File: config.mk
export PLATFORM = sky130hd
export DESIGN_NAME = ecc_82_top
export DESIGN_NICKNAME = d
export VERILOG_FILES = /design/src/ecc_pkg.sv /design/src/ecc_check_if.sv /design/src/ecc_82_top.sv /design/src/ecc_correct_stage.sv /design/src/ecc_check_stage.sv
export SDC_FILE = /design/constraint.sdc
export NUM_CORES = 1
export LEC_CHECK = 0
export BUFFER_PORTS_ARGS = -buffer_cell sky130_fd_sc_hd__buf_2
export CAP_MARGIN = 0
export CELL_PAD_IN_SITES_DETAIL_PLACEMENT = 1
export CELL_PAD_IN_SITES_GLOBAL_PLACEMENT = 1
export CORE_ASPECT_RATIO = 0.9
export CORE_MARGIN = 1
export CORE_UTILIZATION = 39
export CTS_CLUSTER_DIAMETER = 120
export DETAILED_ROUTE_END_ITERATION = 6
export GPL_TIMING_DRIVEN = 0
export PLACE_DENSITY = 0.77
export SLEW_MARGIN = 20
export SYNTH_ARGS = -nofsm -noshare
export SYNTH_HDL_FRONTEND = slang
export SYNTH_SLANG_ARGS = --single-unit
File: constraint.sdc
create_clock -name clk -period 3.5 [get_ports clk]
set_input_delay 0.175 -clock clk [delete_from_list [all_inputs] [get_ports clk]]
set_output_delay 0.175 -clock clk [all_outputs]
set_load 0.1 [all_outputs]
File: src/ecc_pkg.sv
`default_nettype none

package ecc_pkg;

    // ******************************************************************
    // Widths and word types
    // ******************************************************************

    localparam int DATA_WIDTH   = 82;
    localparam int PARITY_WIDTH = 8;

    typedef logic [DATA_WIDTH-1:0]   data_t;
    typedef logic [PARITY_WIDTH-1:0] parity_t;

    // ******************************************************************
    // Check matrix, one column per data bit
    // ******************************************************************

    // Odd weight, all distinct, weight 3 or more
    localparam parity_t [DATA_WIDTH-1:0] H_COLUMNS = '{
        8'b11011001,  // Bit 81
        8'b01011000,
        8'b01010111,
        8'b11010110,
        8'b11010101,
        8'b01010100,
        8'b11010011,
        8'b01010010,
        8'b01010001,
        8'b11010000,
        8'b01001111,  // Bit 71
        8'b11001110,
        8'b11001101,
        8'b01001100,
        8'b11001011,
        8'b01001010,
        8'b01001001,
        8'b11001000,
        8'b11000111,
        8'b01000110,
        8'b01000101,  // Bit 61
        8'b11000100,
        8'b01000011,
        8'b11000010,
        8'b11000001,  // Start of p[6] group
        8'b10111111,
        8'b00111110,
        8'b00111101,
        8'b10111100,
        8'b00111011,
        8'b10111010,  // Bit 51
        8'b10111001,
        8'b00111000,
        8'b00110111,
        8'b10110110,
        8'b10110101,
        8'b00110100,
        8'b10110011,
        8'b00110010,
        8'b00110001,
        8'b10110000,  // Bit 41
        8'b00101111,
        8'b10101110,
        8'b10101101,
        8'b00101100,
        8'b10101011,
        8'b00101010,
        8'b00101001,
        8'b10101000,
        8'b10100111,
        8'b00100110,  // Bit 31
        8'b00100101,
        8'b10100100,
        8'b00100011,
        8'b10100010,
        8'b10100001,  // Start of p[5] group
        8'b00011111,
        8'b10011110,
        8'b10011101,
        8'b00011100,
        8'b10011011,  // Bit 21
        8'b00011010,
        8'b00011001,
        8'b10011000,
        8'b10010111,
        8'b00010110,
        8'b00010101,
        8'b10010100,
        8'b00010011,
        8'b10010010,
        8'b10010001,  // Bit 11
        8'b10001111,
        8'b00001110,
        8'b00001101,
        8'b10001100,
        8'b00001011,
        8'b10001010,
        8'b10001001,
        8'b00000111,
        8'b10000110,
        8'b10000101,
        8'b10000011   // Bit 0
    };

    // ******************************************************************
    // Error classification
    // ******************************************************************

    typedef enum logic [1:0] {
        ERR_NONE,    // Syndrome zero
        ERR_SINGLE,  // Data column or lone check bit
        ERR_DOUBLE   // Anything else
    } err_kind_t;

endpackage

`default_nettype wire
File: src/ecc_check_if.sv
`timescale 1ns/100ps
`default_nettype none

interface ecc_check_if
    import ecc_pkg::*;
();

    data_t   data;      // Raw word as received
    parity_t parity;    // Parity re-encoded from data
    parity_t syndrome;  // Received parity vs. re-encoded
    logic    bypass;

    modport src (
        output data,
        output parity,
        output syndrome,
        output bypass
    );

    modport dst (
        input  data,
        input  parity,
        input  syndrome,
        input  bypass
    );

endinterface

`default_nettype wire

File: src/ecc_82_top.sv
`timescale 1ns/100ps
`default_nettype none

module ecc_82_top
    import ecc_pkg::*;
(
    input  wire          clk,
    input  wire          rst_n,
    input  wire data_t   data_in,
    input  wire parity_t parity_in,
    input  wire          bypass,
    output data_t        data_out,
    output parity_t      parity_out,
    output data_t        mask,
    output logic         sbit_err,
    output logic         dbit_err
);

    // Two-edge latency, one word per clock
    ecc_check_if chk_if ();

    ecc_check_stage i_check (
        .clk       (clk),
        .rst_n     (rst_n),
        .data_in   (data_in),
        .parity_in (parity_in),
        .bypass    (bypass),
        .chk       (chk_if.src)
    );

    ecc_correct_stage i_correct (
        .clk        (clk),
        .rst_n      (rst_n),
        .chk        (chk_if.dst),
        .data_out   (data_out),
        .parity_out (parity_out),
        .mask       (mask),
        .sbit_err   (sbit_err),
        .dbit_err   (dbit_err)
    );

endmodule

`default_nettype wire

File: src/ecc_correct_stage.sv
`timescale 1ns/100ps
`default_nettype none

module ecc_correct_stage
    import ecc_pkg::*;
(
    input  wire       clk,
    input  wire       rst_n,
    ecc_check_if.dst  chk,
    output data_t     data_out,
    output parity_t   parity_out,
    output data_t     mask,
    output logic      sbit_err,
    output logic      dbit_err
);

    data_t     dec_mask;
    logic      col_hit;
    err_kind_t err_kind;
    data_t     fixed_data;

    // ******************************************************************
    // Syndrome decode
    // ******************************************************************

    // At most one column can match since columns are distinct
    always_comb begin
        dec_mask = '0;
        for (int i = 0; i < DATA_WIDTH; i++) begin
            dec_mask[i] = (chk.syndrome == H_COLUMNS[i]);
        end
    end

    assign col_hit = |dec_mask;

    always_comb begin
        if (chk.syndrome == '0) begin
            err_kind = ERR_NONE;
        end else if (col_hit || $onehot(chk.syndrome)) begin
            err_kind = ERR_SINGLE;  // Data bit or check bit flipped
        end else begin
            err_kind = ERR_DOUBLE;
        end
    end

    assign fixed_data = chk.bypass ? chk.data : (chk.data ^ dec_mask);

    // ******************************************************************
    // Output register
    // ******************************************************************

    always_ff @(posedge clk or negedge rst_n) begin
        if (!rst_n) begin
            data_out   <= '0;
            parity_out <= '0;
            mask       <= '0;
            sbit_err   <= 1'b0;
            dbit_err   <= 1'b0;
        end else begin
            data_out   <= fixed_data;
            parity_out <= chk.parity;
            mask       <= dec_mask;  // Reported even in bypass
            sbit_err   <= !chk.bypass && (err_kind == ERR_SINGLE);
            dbit_err   <= !chk.bypass && (err_kind == ERR_DOUBLE);
        end
    end

endmodule

`default_nettype wire

File: src/ecc_check_stage.sv
`timescale 1ns/100ps
`default_nettype none

module ecc_check_stage
    import ecc_pkg::*;
(
    input  wire          clk,
    input  wire          rst_n,
    input  wire data_t   data_in,
    input  wire parity_t parity_in,
    input  wire          bypass,
    ecc_check_if.src     chk
);

    parity_t enc_parity;

    // ******************************************************************
    // Encoder
    // ******************************************************************

    // Each set data bit folds its column into the parity
    always_comb begin
        enc_parity = '0;
        for (int i = 0; i < DATA_WIDTH; i++) begin
            enc_parity = enc_parity ^ (H_COLUMNS[i] & {PARITY_WIDTH{data_in[i]}});
        end
    end

    // ******************************************************************
    // Stage register
    // ******************************************************************

    always_ff @(posedge clk or negedge rst_n) begin
        if (!rst_n) begin
            chk.data     <= '0;
            chk.parity   <= '0;
            chk.syndrome <= '0;
            chk.bypass   <= 1'b0;
        end else begin
            chk.data     <= data_in;
            chk.parity   <= enc_parity;
            chk.syndrome <= enc_parity ^ parity_in;  // Zero when consistent
            chk.bypass   <= bypass;
        end
    end

endmodule

`default_nettype wire

======== After elaboration in Yosys (flattened, before gate mapping) ========
Index checks and enable logic that the tools add are counted.
cells by class
  add/sub/neg operators ................... 7
  equality and inequality tests ........... 85
  multiplexer cells ....................... 3
  bitwise operators ....................... 83
  reductions and logical operators ........ 6
operator list
  cell                                                 count
  equality test 8 bit, second input constant           44
  XOR 8 bit                                            44
  equality test 8 x 6 -> 1 bit, second input constant  15
  XOR 8 x 6 -> 8 bit                                   15
  equality test 8 x 7 -> 1 bit, second input constant  12
  XOR 8 x 7 -> 8 bit                                   12
  two-way mux 82 bit                                   1
  OR reduction 82 bit                                  1
  XOR 82 bit                                           1
  equality test 8 x 5 -> 1 bit, second input constant  7
  XOR 8 x 5 -> 8 bit                                   7
  equality test 8 x 4 -> 1 bit, second input constant  3
  XOR 8 x 4 -> 8 bit                                   3
  adder 4 bit                                          3
  adder 1 x 1 -> 2 bit                                 4
  equality test 8 x 3 -> 1 bit, second input constant  1
  zero test 8 bit                                      1
  XOR 8 x 3 -> 8 bit                                   1
  equality test 4 x 1 -> 1 bit, second input constant  1
  two-way mux 2 bit                                    2
  equality test 2 x 1 -> 1 bit, second input constant  1
  equality test 2 bit, second input constant           1
  logical AND 1 bit                                    2
  zero test 1 bit                                      1
  logical OR 1 bit                                     1
storage, ports and cells
  flip-flop bits (word level) ............. 273
  bits of input ports ..................... 93
  word-level logic and storage cells ...... 193

======== Longest topological paths before layout ========
Gate-level depths: netlist of the first run.
  depth in word-level cells ............... 82
  gate-level depth with buffers ........... 13
  gate-level depth less buffers ........... 13

======== Hierarchy ========
From an unflattened synthesis of the first run, not the netlist that was laid out.
unflattened totals
  cell total of the unflattened synthesis .. 862
  area, all modules ....................... 11408.4 um2
modules (own cells, without submodules)
  module             times used  cells an instance  area an instance (um2)  seq. area each (um2)
  ecc_correct_stage  1           601                6935.4                  4354.2
  ecc_check_stage    1           261                4473.0                  2477.4

======== Least setup slack after synthesis of the first run ========
No wires, ideal clock.
  kind .................................... register -> register
  from .................................... register i_check.chk.syndrome[4]
  to ...................................... register i_correct.dbit_err
  setup time .............................. 0.069 ns
  arrival ................................. 3.445 ns
  path slack .............................. -0.014 ns
  stages on the path, launching flop included .. 11
  period minus slack after synthesis ...... 3.514 ns
  cell sequence ........................... dfrtp_1 > ha_1 > fa_1 > fa_1 > ha_1 > fa_1 > or4b_2 > o211ai_1 > a2111o_1 > a2111oi_0 > and4b_1
between the ends
  cells in the longest elaborated chain, start to end .. 9
RTL lines
  what                                            line                     text
  from (decl)                                     ecc_check_if.sv:16       output syndrome,
  from (signal assigned)                          ecc_check_stage.sv:42    chk.syndrome <= enc_parity ^ parity_in;
  adder 1 x 1 -> 2 bit (implied by the code)      ecc_correct_stage.sv:39  end else if (col_hit || $onehot(chk.syndrome)) begin
  adder 4 bit (implied by the code) (2 in a row)  ecc_correct_stage.sv:39
  equality test 4 x 1 -> 1 bit                    ecc_correct_stage.sv:39
  logical OR 1 bit                                ecc_correct_stage.sv:39
  two-way mux 2 bit                               ecc_correct_stage.sv:39
  two-way mux 2 bit (*)                           ecc_correct_stage.sv:37  if (chk.syndrome == '0) begin
  equality test 2 bit (*)                         ecc_correct_stage.sv:64  dbit_err <= !chk.bypass && (err_kind == ERR_DOUBLE);
  logical AND 1 bit (*)                           ecc_correct_stage.sv:64
  to (signal assigned)                            ecc_correct_stage.sv:64
  to (decl)                                       ecc_correct_stage.sv:14  output logic dbit_err
Every way passes the cells marked *; elsewhere a longest branch is shown, timed or not.

======== Worst setup path after layout of the first run ========
  from .................................... register i_check.chk.syndrome[0]
  to ...................................... register i_correct.dbit_err
Same word-level chain as after synthesis.

==> results of run 1 <==
[metal layers]
layer | routed length, um | up-vias | track usage
met5 | 0 | - | 0
met2 | 19100 | 375 | 0.451
met4 | 1650 | 0 | 0.105
met3 | 2410 | 87 | 0.0439
met1 | 17600 | 4209 | 0.381
li1 | - | 3565 | -
[state kept, by name (all words and copies together) (netlist names)]
name                  cells
i_check.chk.data         82
i_check.chk.bypass        1
i_correct.data_out       82
i_check.chk.parity        8
i_correct.parity_out      8
i_correct.mask           82
i_correct.dbit_err        1
i_check.chk.syndrome      8
i_correct.sbit_err        1
[what timing repair did]
item / CTS / global route
endpoints found under the setup margin: 2 / 2
pin swaps: 10 / 3
endpoints found under the hold margin: 191 / 0
cloned: 0 / 0
setup buffers: 2 / 1
gates resized for setup: 14 / 3
hold buffers: 89 / 0
[layout make-up]
cell class                      instances  area share
Sequential cell                       273       0.450
Multi-Input combinational cell        544       0.282
Timing Repair Buffer                  361       0.154
Clock buffer                           34      0.0517
Tap cell                              360      0.0297
Clock inverter                         18      0.0195
Buffer                                 39     0.00964
Inverter                               16     0.00395
[worst max-delay path, stage by stage (launching register included)]
cell	delay, ns
dfrtp_1	0.40
inv_2	0.08
ha_4	0.27
inv_2	0.04
fa_2	0.39
inv_2	0.07
fa_1	0.44
ha_2	0.21
fa_1	0.49
or4b_4	0.12
o211ai_1	0.08
a2111o_1	0.42
a2111oi_4	0.26
and4b_1	0.26
[path summary, 6_finish.rpt]
kind                                                 to  slack (ns)  depth (start not counted)
worst max-delay path                 i_correct.dbit_err       -0.11                         13
worst min-delay path            i_check.chk.syndrome[6]        0.02                          2
worst max register to register       i_correct.dbit_err       -0.11                         13
worst min register to register  i_correct.parity_out[4]        0.35                          0
max in group asynchronous          i_check.chk.data[56]        2.03                          5
min in group asynchronous             i_correct.mask[5]        0.26                          3
[synth_stat cells, types with 2 or more instances]
cell / instances / area share
xor2_1: 100 / 0.078
xnor3_2: 2 / 0.0042
a2111oi_0: 2 / 0.0016
clkbuf_1: 35 / 0.012
a31oi_1: 2 / 0.0011
a21boi_0: 2 / 0.0013
and3_1: 10 / 0.0056
dfrtp_1: 273 / 0.61
xnor3_1: 30 / 0.060
or2_2: 6 / 0.0033
a21oi_1: 8 / 0.0036
nor3_1: 33 / 0.015
o32ai_1: 2 / 0.0016
fa_1: 4 / 0.0071
buf_1: 4 / 0.0013
o21ai_0: 13 / 0.0058
nor2_1: 120 / 0.040
xnor2_2: 2 / 0.0029
o22ai_1: 5 / 0.0028
a22oi_1: 9 / 0.0060
xnor2_1: 106 / 0.082
nand2_1: 42 / 0.014
nand3_1: 9 / 0.0040
nor2b_1: 5 / 0.0028
ha_1: 19 / 0.021
inv_1: 16 / 0.0053
[power by group through the flow]
| stage | clock network [uW] | registers (uW) | logic, uW |
|---|---|---|---|
| floorplan | 0 | 4750 | 2330 |
| global placement | 0 | 3660 | 4740 |
| detailed placement | 0 | 3670 | 4870 |
| CTS | 3500 | 3630 | 5170 |
| global route | 3660 | 3660 | 5550 |
| finish | 3490 | 3630 | 5260 |
[logic make-up after synthesis]
family | after synthesis | share of synthesized area
flip-flops | 273 | 0.607
XOR/XNOR | 241 | 0.230
AND/OR/NAND/NOR | 231 | 0.0886
buffers and inverters | 55 | 0.0183
AO/OA/AOI/OAI | 49 | 0.0285
adder cells (fa/ha/maj) | 23 | 0.0282
[stage by stage]
stage | power [uW] | hold WS (ns) | util
after floorplan | 7090 | -0.121 | -
after global placement | 8400 | 0.292 | 0.463
after detailed placement | 8550 | -0.0451 | 0.466
after CTS | 12300 | 0.00311 | 0.539
after global routing | 12900 | 0.000200 | 0.539
final | 12400 | 0.0188 | 0.539
[cell usage in the layout, fill, tap and decap left out, types with 10 or more instances in the layout]
master / n
dfrtp_1: 273
buf_2: 265
nor2_1: 120
xnor2_1: 106
xor2_1: 100
dlygate4sd3_1: 89
nand2_1: 42
clkbuf_1: 36
nor3_1: 33
xnor3_1: 30
clkbuf_16: 29
o21ai_0: 13
ha_1: 13
and3_1: 10
==> results.ini, run 1 <==
[run_status]
status=finished, violations left
violations=negative setup slack

[clock_tree]
cts_tree=yes
clk_latency_ns=0.54
numCtsBuffers=28
clk_pin_slew_ns=0.06
cts.sinks=273
cts.path.max_buffers=3
root_buffer=clkbuf_16
cts.htree.levels=1

[place]
gp_congestion=0.873
dpl_cell_area_um2=13100
place_inst=1501
dp_hpwl_mm=28.4
io_buffers=266
pre_cts_ws_ns=-0.389

[global_route]
grt_pass1_vias=9160
grt_max_degree=104
grt_pass1_wl_mm=59.8
grt_overflow=0
track_usage=0.279
antenna_found_initial=1

[hold_path]
hold_class=in -> reg
min_from=parity_in[6]

[drt]
drc=0
drt-initial-drc-count=658
totalWireLength_mm=40.8
antenna_left=0
vias=8236
via_per_inst=5.01
wire_per_inst_um=24.8
drtPass1Iterations=5

[cells_and_area]
finalNetCount=1379
multi_input_comb_area_um2=4280
diodes=0
drive_gt1_frac=0.273
synthToLayoutAreaGrowth_pct=34.9
register_area_um2=6830
finish.instance_area_um2=15200
stdcell_count=1645
fill_cells=2960

[sta]
finalHoldViolCount=0
setup_violations=2
finClkSkew_ns=0.0110
worst_pin_slew_ns=1.08
fin_crit_ns=3.61
max_freq_ghz=0.277
maxSlewViolCount=0
relSlewSlack=0.279
fin_tns_setup_ns=-0.175
grt_setup_unrepaired=yes
finalWorstSetupSlack_ns=-0.110
fin_crit_sh=1.03

[power]
power.leakage_uw=0.00742
switchingPower_uw=5000
clkPwrFrac=0.282
comb_power_share=0.425
vdd_drop_max_mv=0.655
switching_share=0.404
p_int_uw=7370
seqPwrFrac=0.293
pwr_density_cell_nw_per_um2=815

[synth]
ys_types=39
ys_async_sr_fraction=1.00
yosysSeqAreaShare=0.607
synth_edf_count=0
synth_nets=988
syn_area_per_cell_um2=12.9
ys_dominant_reg_cell=dfrtp_1
syn-instance-count=872
yosysWarnings=0
syn-cell-area_um2=11300
ys_ff_latch=273

[die]
die_h_um=163
initial_utilization=0.400
core_area_um2=28200
dieArea_um2=29600
io_pins=267
rows=58
die_w_um=181

[critical_path]
cp.required_ns=3.96
critPathLaunchType=flip-flop
worstPathArrival_ns=4.08
cp-end-kind=flip-flop
path_class=reg -> reg
cp_max_fo=3
crit-reg2reg-launch=i_check.chk.syndrome[0]
crit_start=i_check.chk.syndrome[0]

[job]
max_cap_violations=0

(Power assumes the default switching activity.)
==> inputs of run 2 (changes only) <==
REMOVE_ABC_BUFFERS = 1   (was not set)
==> run 2 against run 1 <==
Against the previous run:
- global-route usage decreased by 1.7 points
- sequential power barely moved
- clock skew rose by 0.00080 ns
- via count decreased by 4.1%
- maximum frequency is 2.4% higher
- clock power decreased by 5%
- critical endpoint unchanged
- non-clock buffer count down 39
- final area decreased by 1.2%
- worst hold slack better by 0.034 ns
- the flow finishes with violations (design-rule violations, negative setup slack)
- power is 1.4% lower
- sequential share of layout area increased by 0.58 points
- count of clock-buffer cells in the layout is 6 higher
==> results.ini, run 2 (synthesized netlist as in run 1, its figures left out) <==
[cells_and_area]
drive_gt1_frac=0.287  ; +0.0138
synthToLayoutAreaGrowth_pct=33.3
final_cell_mix=dfrtp_1, buf_2, nor2_1
fill_cells=2931  ; -0.98%
final_common_cell=dfrtp_1
finalNetCount=1341  ; -2.8%
diodes=0  ; unchanged
fin_util=0.533  ; -0.00644
reg_top3=i_check.chk.data (82), i_correct.data_out (82), i_correct.mask (82)

[global_route]
grt_overflow=0  ; unchanged
antenna_found_initial=2  ; +1
grt_max_degree=104  ; unchanged
grt_pass1_vias=8857  ; -3.3%
track_usage=0.262  ; -0.0171
grt_pass1_wl_mm=56.5  ; -5.6%

[drt]
vias=7900  ; -4.1%
drt-initial-drc-count=511  ; -22%
wire_per_inst_um=24.0  ; -3.2%
totalWireLength_mm=38.5  ; -5.7%
via_per_inst=4.93  ; -1.6%
antenna_left=0  ; unchanged
drc=4  ; +4
drtPass1Iterations=7  ; +2

[critical_path]
path_class=reg -> reg
ff2ff_path_depth=13  ; unchanged
cp.required_ns=3.93  ; -0.03 ns
reg2reg_slack_ns=-0.03  ; +0.08 ns
cp_max_fo=3  ; unchanged
cp-end-kind=flip-flop
rr_endpoint=i_correct.dbit_err
crit_start=i_check.chk.syndrome[1]
worstPathArrival_ns=3.96  ; -0.12 ns
critPathLaunchType=flip-flop
crit-reg2reg-launch=i_check.chk.syndrome[1]

[sta]
worst_pin_slew_ns=0.899  ; -0.183 ns
finClkSkew_ns=0.0118  ; +0.000798 ns
finalWorstSetupSlack_ns=-0.0265  ; +0.0839 ns
setup_violations=1  ; -1
fin_crit_ns=3.53  ; -0.0839 ns
relSlewSlack=0.401  ; +0.122
fin_crit_sh=1.01  ; -0.0240
max_freq_ghz=0.284  ; +2.4%
fin_tns_setup_ns=-0.0265  ; +0.149 ns
hold_slack_ns=0.0528  ; +0.0340 ns
grt_setup_unrepaired=yes
maxSlewViolCount=0  ; unchanged
finalHoldViolCount=0  ; unchanged

[die]
die_w_um=181  ; unchanged
rows=58  ; unchanged
io_pins=267  ; unchanged
core_area_um2=28200  ; unchanged
die_h_um=163  ; unchanged
initial_utilization=0.400  ; unchanged
dieArea_um2=29600  ; unchanged

[power]
seqPwrFrac=0.300  ; +0.007
clkPwrFrac=0.272  ; -0.010
pwr_density_cell_nw_per_um2=813  ; -0.23%
switchingPower_uw=4950  ; -1.1%
comb_power_share=0.428  ; +0.003
finalPower_uw=12200  ; -1.4%
power.leakage_uw=0.00734  ; -1.1%
p_int_uw=7250  ; -1.7%
switching_share=0.406  ; +0.00140
vdd_drop_max_mv=0.576  ; -12%

[place]
pre_cts_ws_ns=-0.619  ; -0.230 ns
dp_hpwl_mm=26.0  ; -8.5%
io_buffers=266  ; unchanged
gp_congestion=0.847  ; -3.0%

[hold_path]
min_from=parity_in[4]
min_to=i_check.chk.syndrome[4]
hold_depth=2  ; unchanged
hold_class=in -> reg

[clock_tree]
cts.htree.levels=1  ; unchanged
numCtsBuffers=29  ; +3.6%
clk_latency_ns=0.55  ; about the same
clk_pin_slew_ns=0.06  ; about the same
cts.path.max_buffers=3  ; unchanged
cts_tree=yes
cts.sinks=273  ; unchanged
root_buffer=clkbuf_16

[run_status]
violations=design-rule violations, negative setup slack
status=finished, violations left

[job]
max_cap_violations=0  ; unchanged

==> run 2: cell types whose count changed in the layout (fill, tap and decap cells not counted), moves of 4 or more <==
cell,delta
buf_4,+4
dfrtp_2,+4
clkinv_2,-5
clkbuf_8,+4
buf_1,-4
dlygate4sd3_1,-4
dfrtp_1,-4
clkbuf_1,-33
==> run 2: power by group through the flow <==
stage          logic, uW  registers [uW]  clock network (uW)
3_3_place_gp        4630            3670                   0
3_5_place_dp        4730            3670                   0
6_report            5220            3660                3320
5_1_grt             5500            3690                3500
2_1_floorplan       2260            4760                   0
4_1_cts             5080            3650                3360
==> run 2: through the flow <==
stage / instance area, um2 / instances
after global routing: 15000 / 1604
final: 15000 / 1604
after global placement: 12900 / 1459
after floorplan: 11100 / 833
after detailed placement: 13000 / 1462
after CTS: 15000 / 1601
==> run 2: per-layer routing <==
metal | global-route usage | vias to the layer above | routed length, um
met1 | 0.328 | 4068 | 15800
met2 | 0.470 | 269 | 19700
li1 | - | 3491 | -
met3 | 0.0384 | 72 | 1840
met5 | 0 | - | 0
met4 | 0.0790 | 0 | 1130
==> run 2: critical path: stages, from the launching register on <==
cell	delay, ns
dfrtp_1	0.41
inv_2	0.08
ha_4	0.26
inv_2	0.04
fa_2	0.37
inv_2	0.07
fa_1	0.43
ha_2	0.20
fa_1	0.44
or4b_4	0.52
o211ai_1	0.12
a2111o_1	0.19
a2111oi_4	0.05
and4b_1	0.24
==> run 2: worst max path at each step <==
stage | to
after floorplan | i_correct.dbit_err
after global placement | i_correct.mask[16]
after detailed placement | i_correct.dbit_err
after CTS | i_correct.dbit_err
after global routing | i_correct.dbit_err
final | i_correct.dbit_err
==> run 2: cell type report <==
type | instances | area (um2) | share of cell area
sequential | 273 | 6840 | 0.456
multi-input combinational | 544 | 4310 | 0.287
timing repair buffer | 361 | 2320 | 0.155
clock buffer | 40 | 847 | 0.0564
tap | 360 | 450 | 0.0300
clock inverter | 10 | 181 | 0.0121
inverter | 16 | 60.1 | 0.00400
==> run 2: what timing repair did <==
action / CTS / global route
gates cloned: 0 / 0
hold buffers: 85 / 0
hold endpoints to repair: 160 / 0
setup buffers: 4 / 3
pin swaps: 10 / 5
endpoints found under the setup margin: 2 / 2
gates resized for setup: 20 / 6
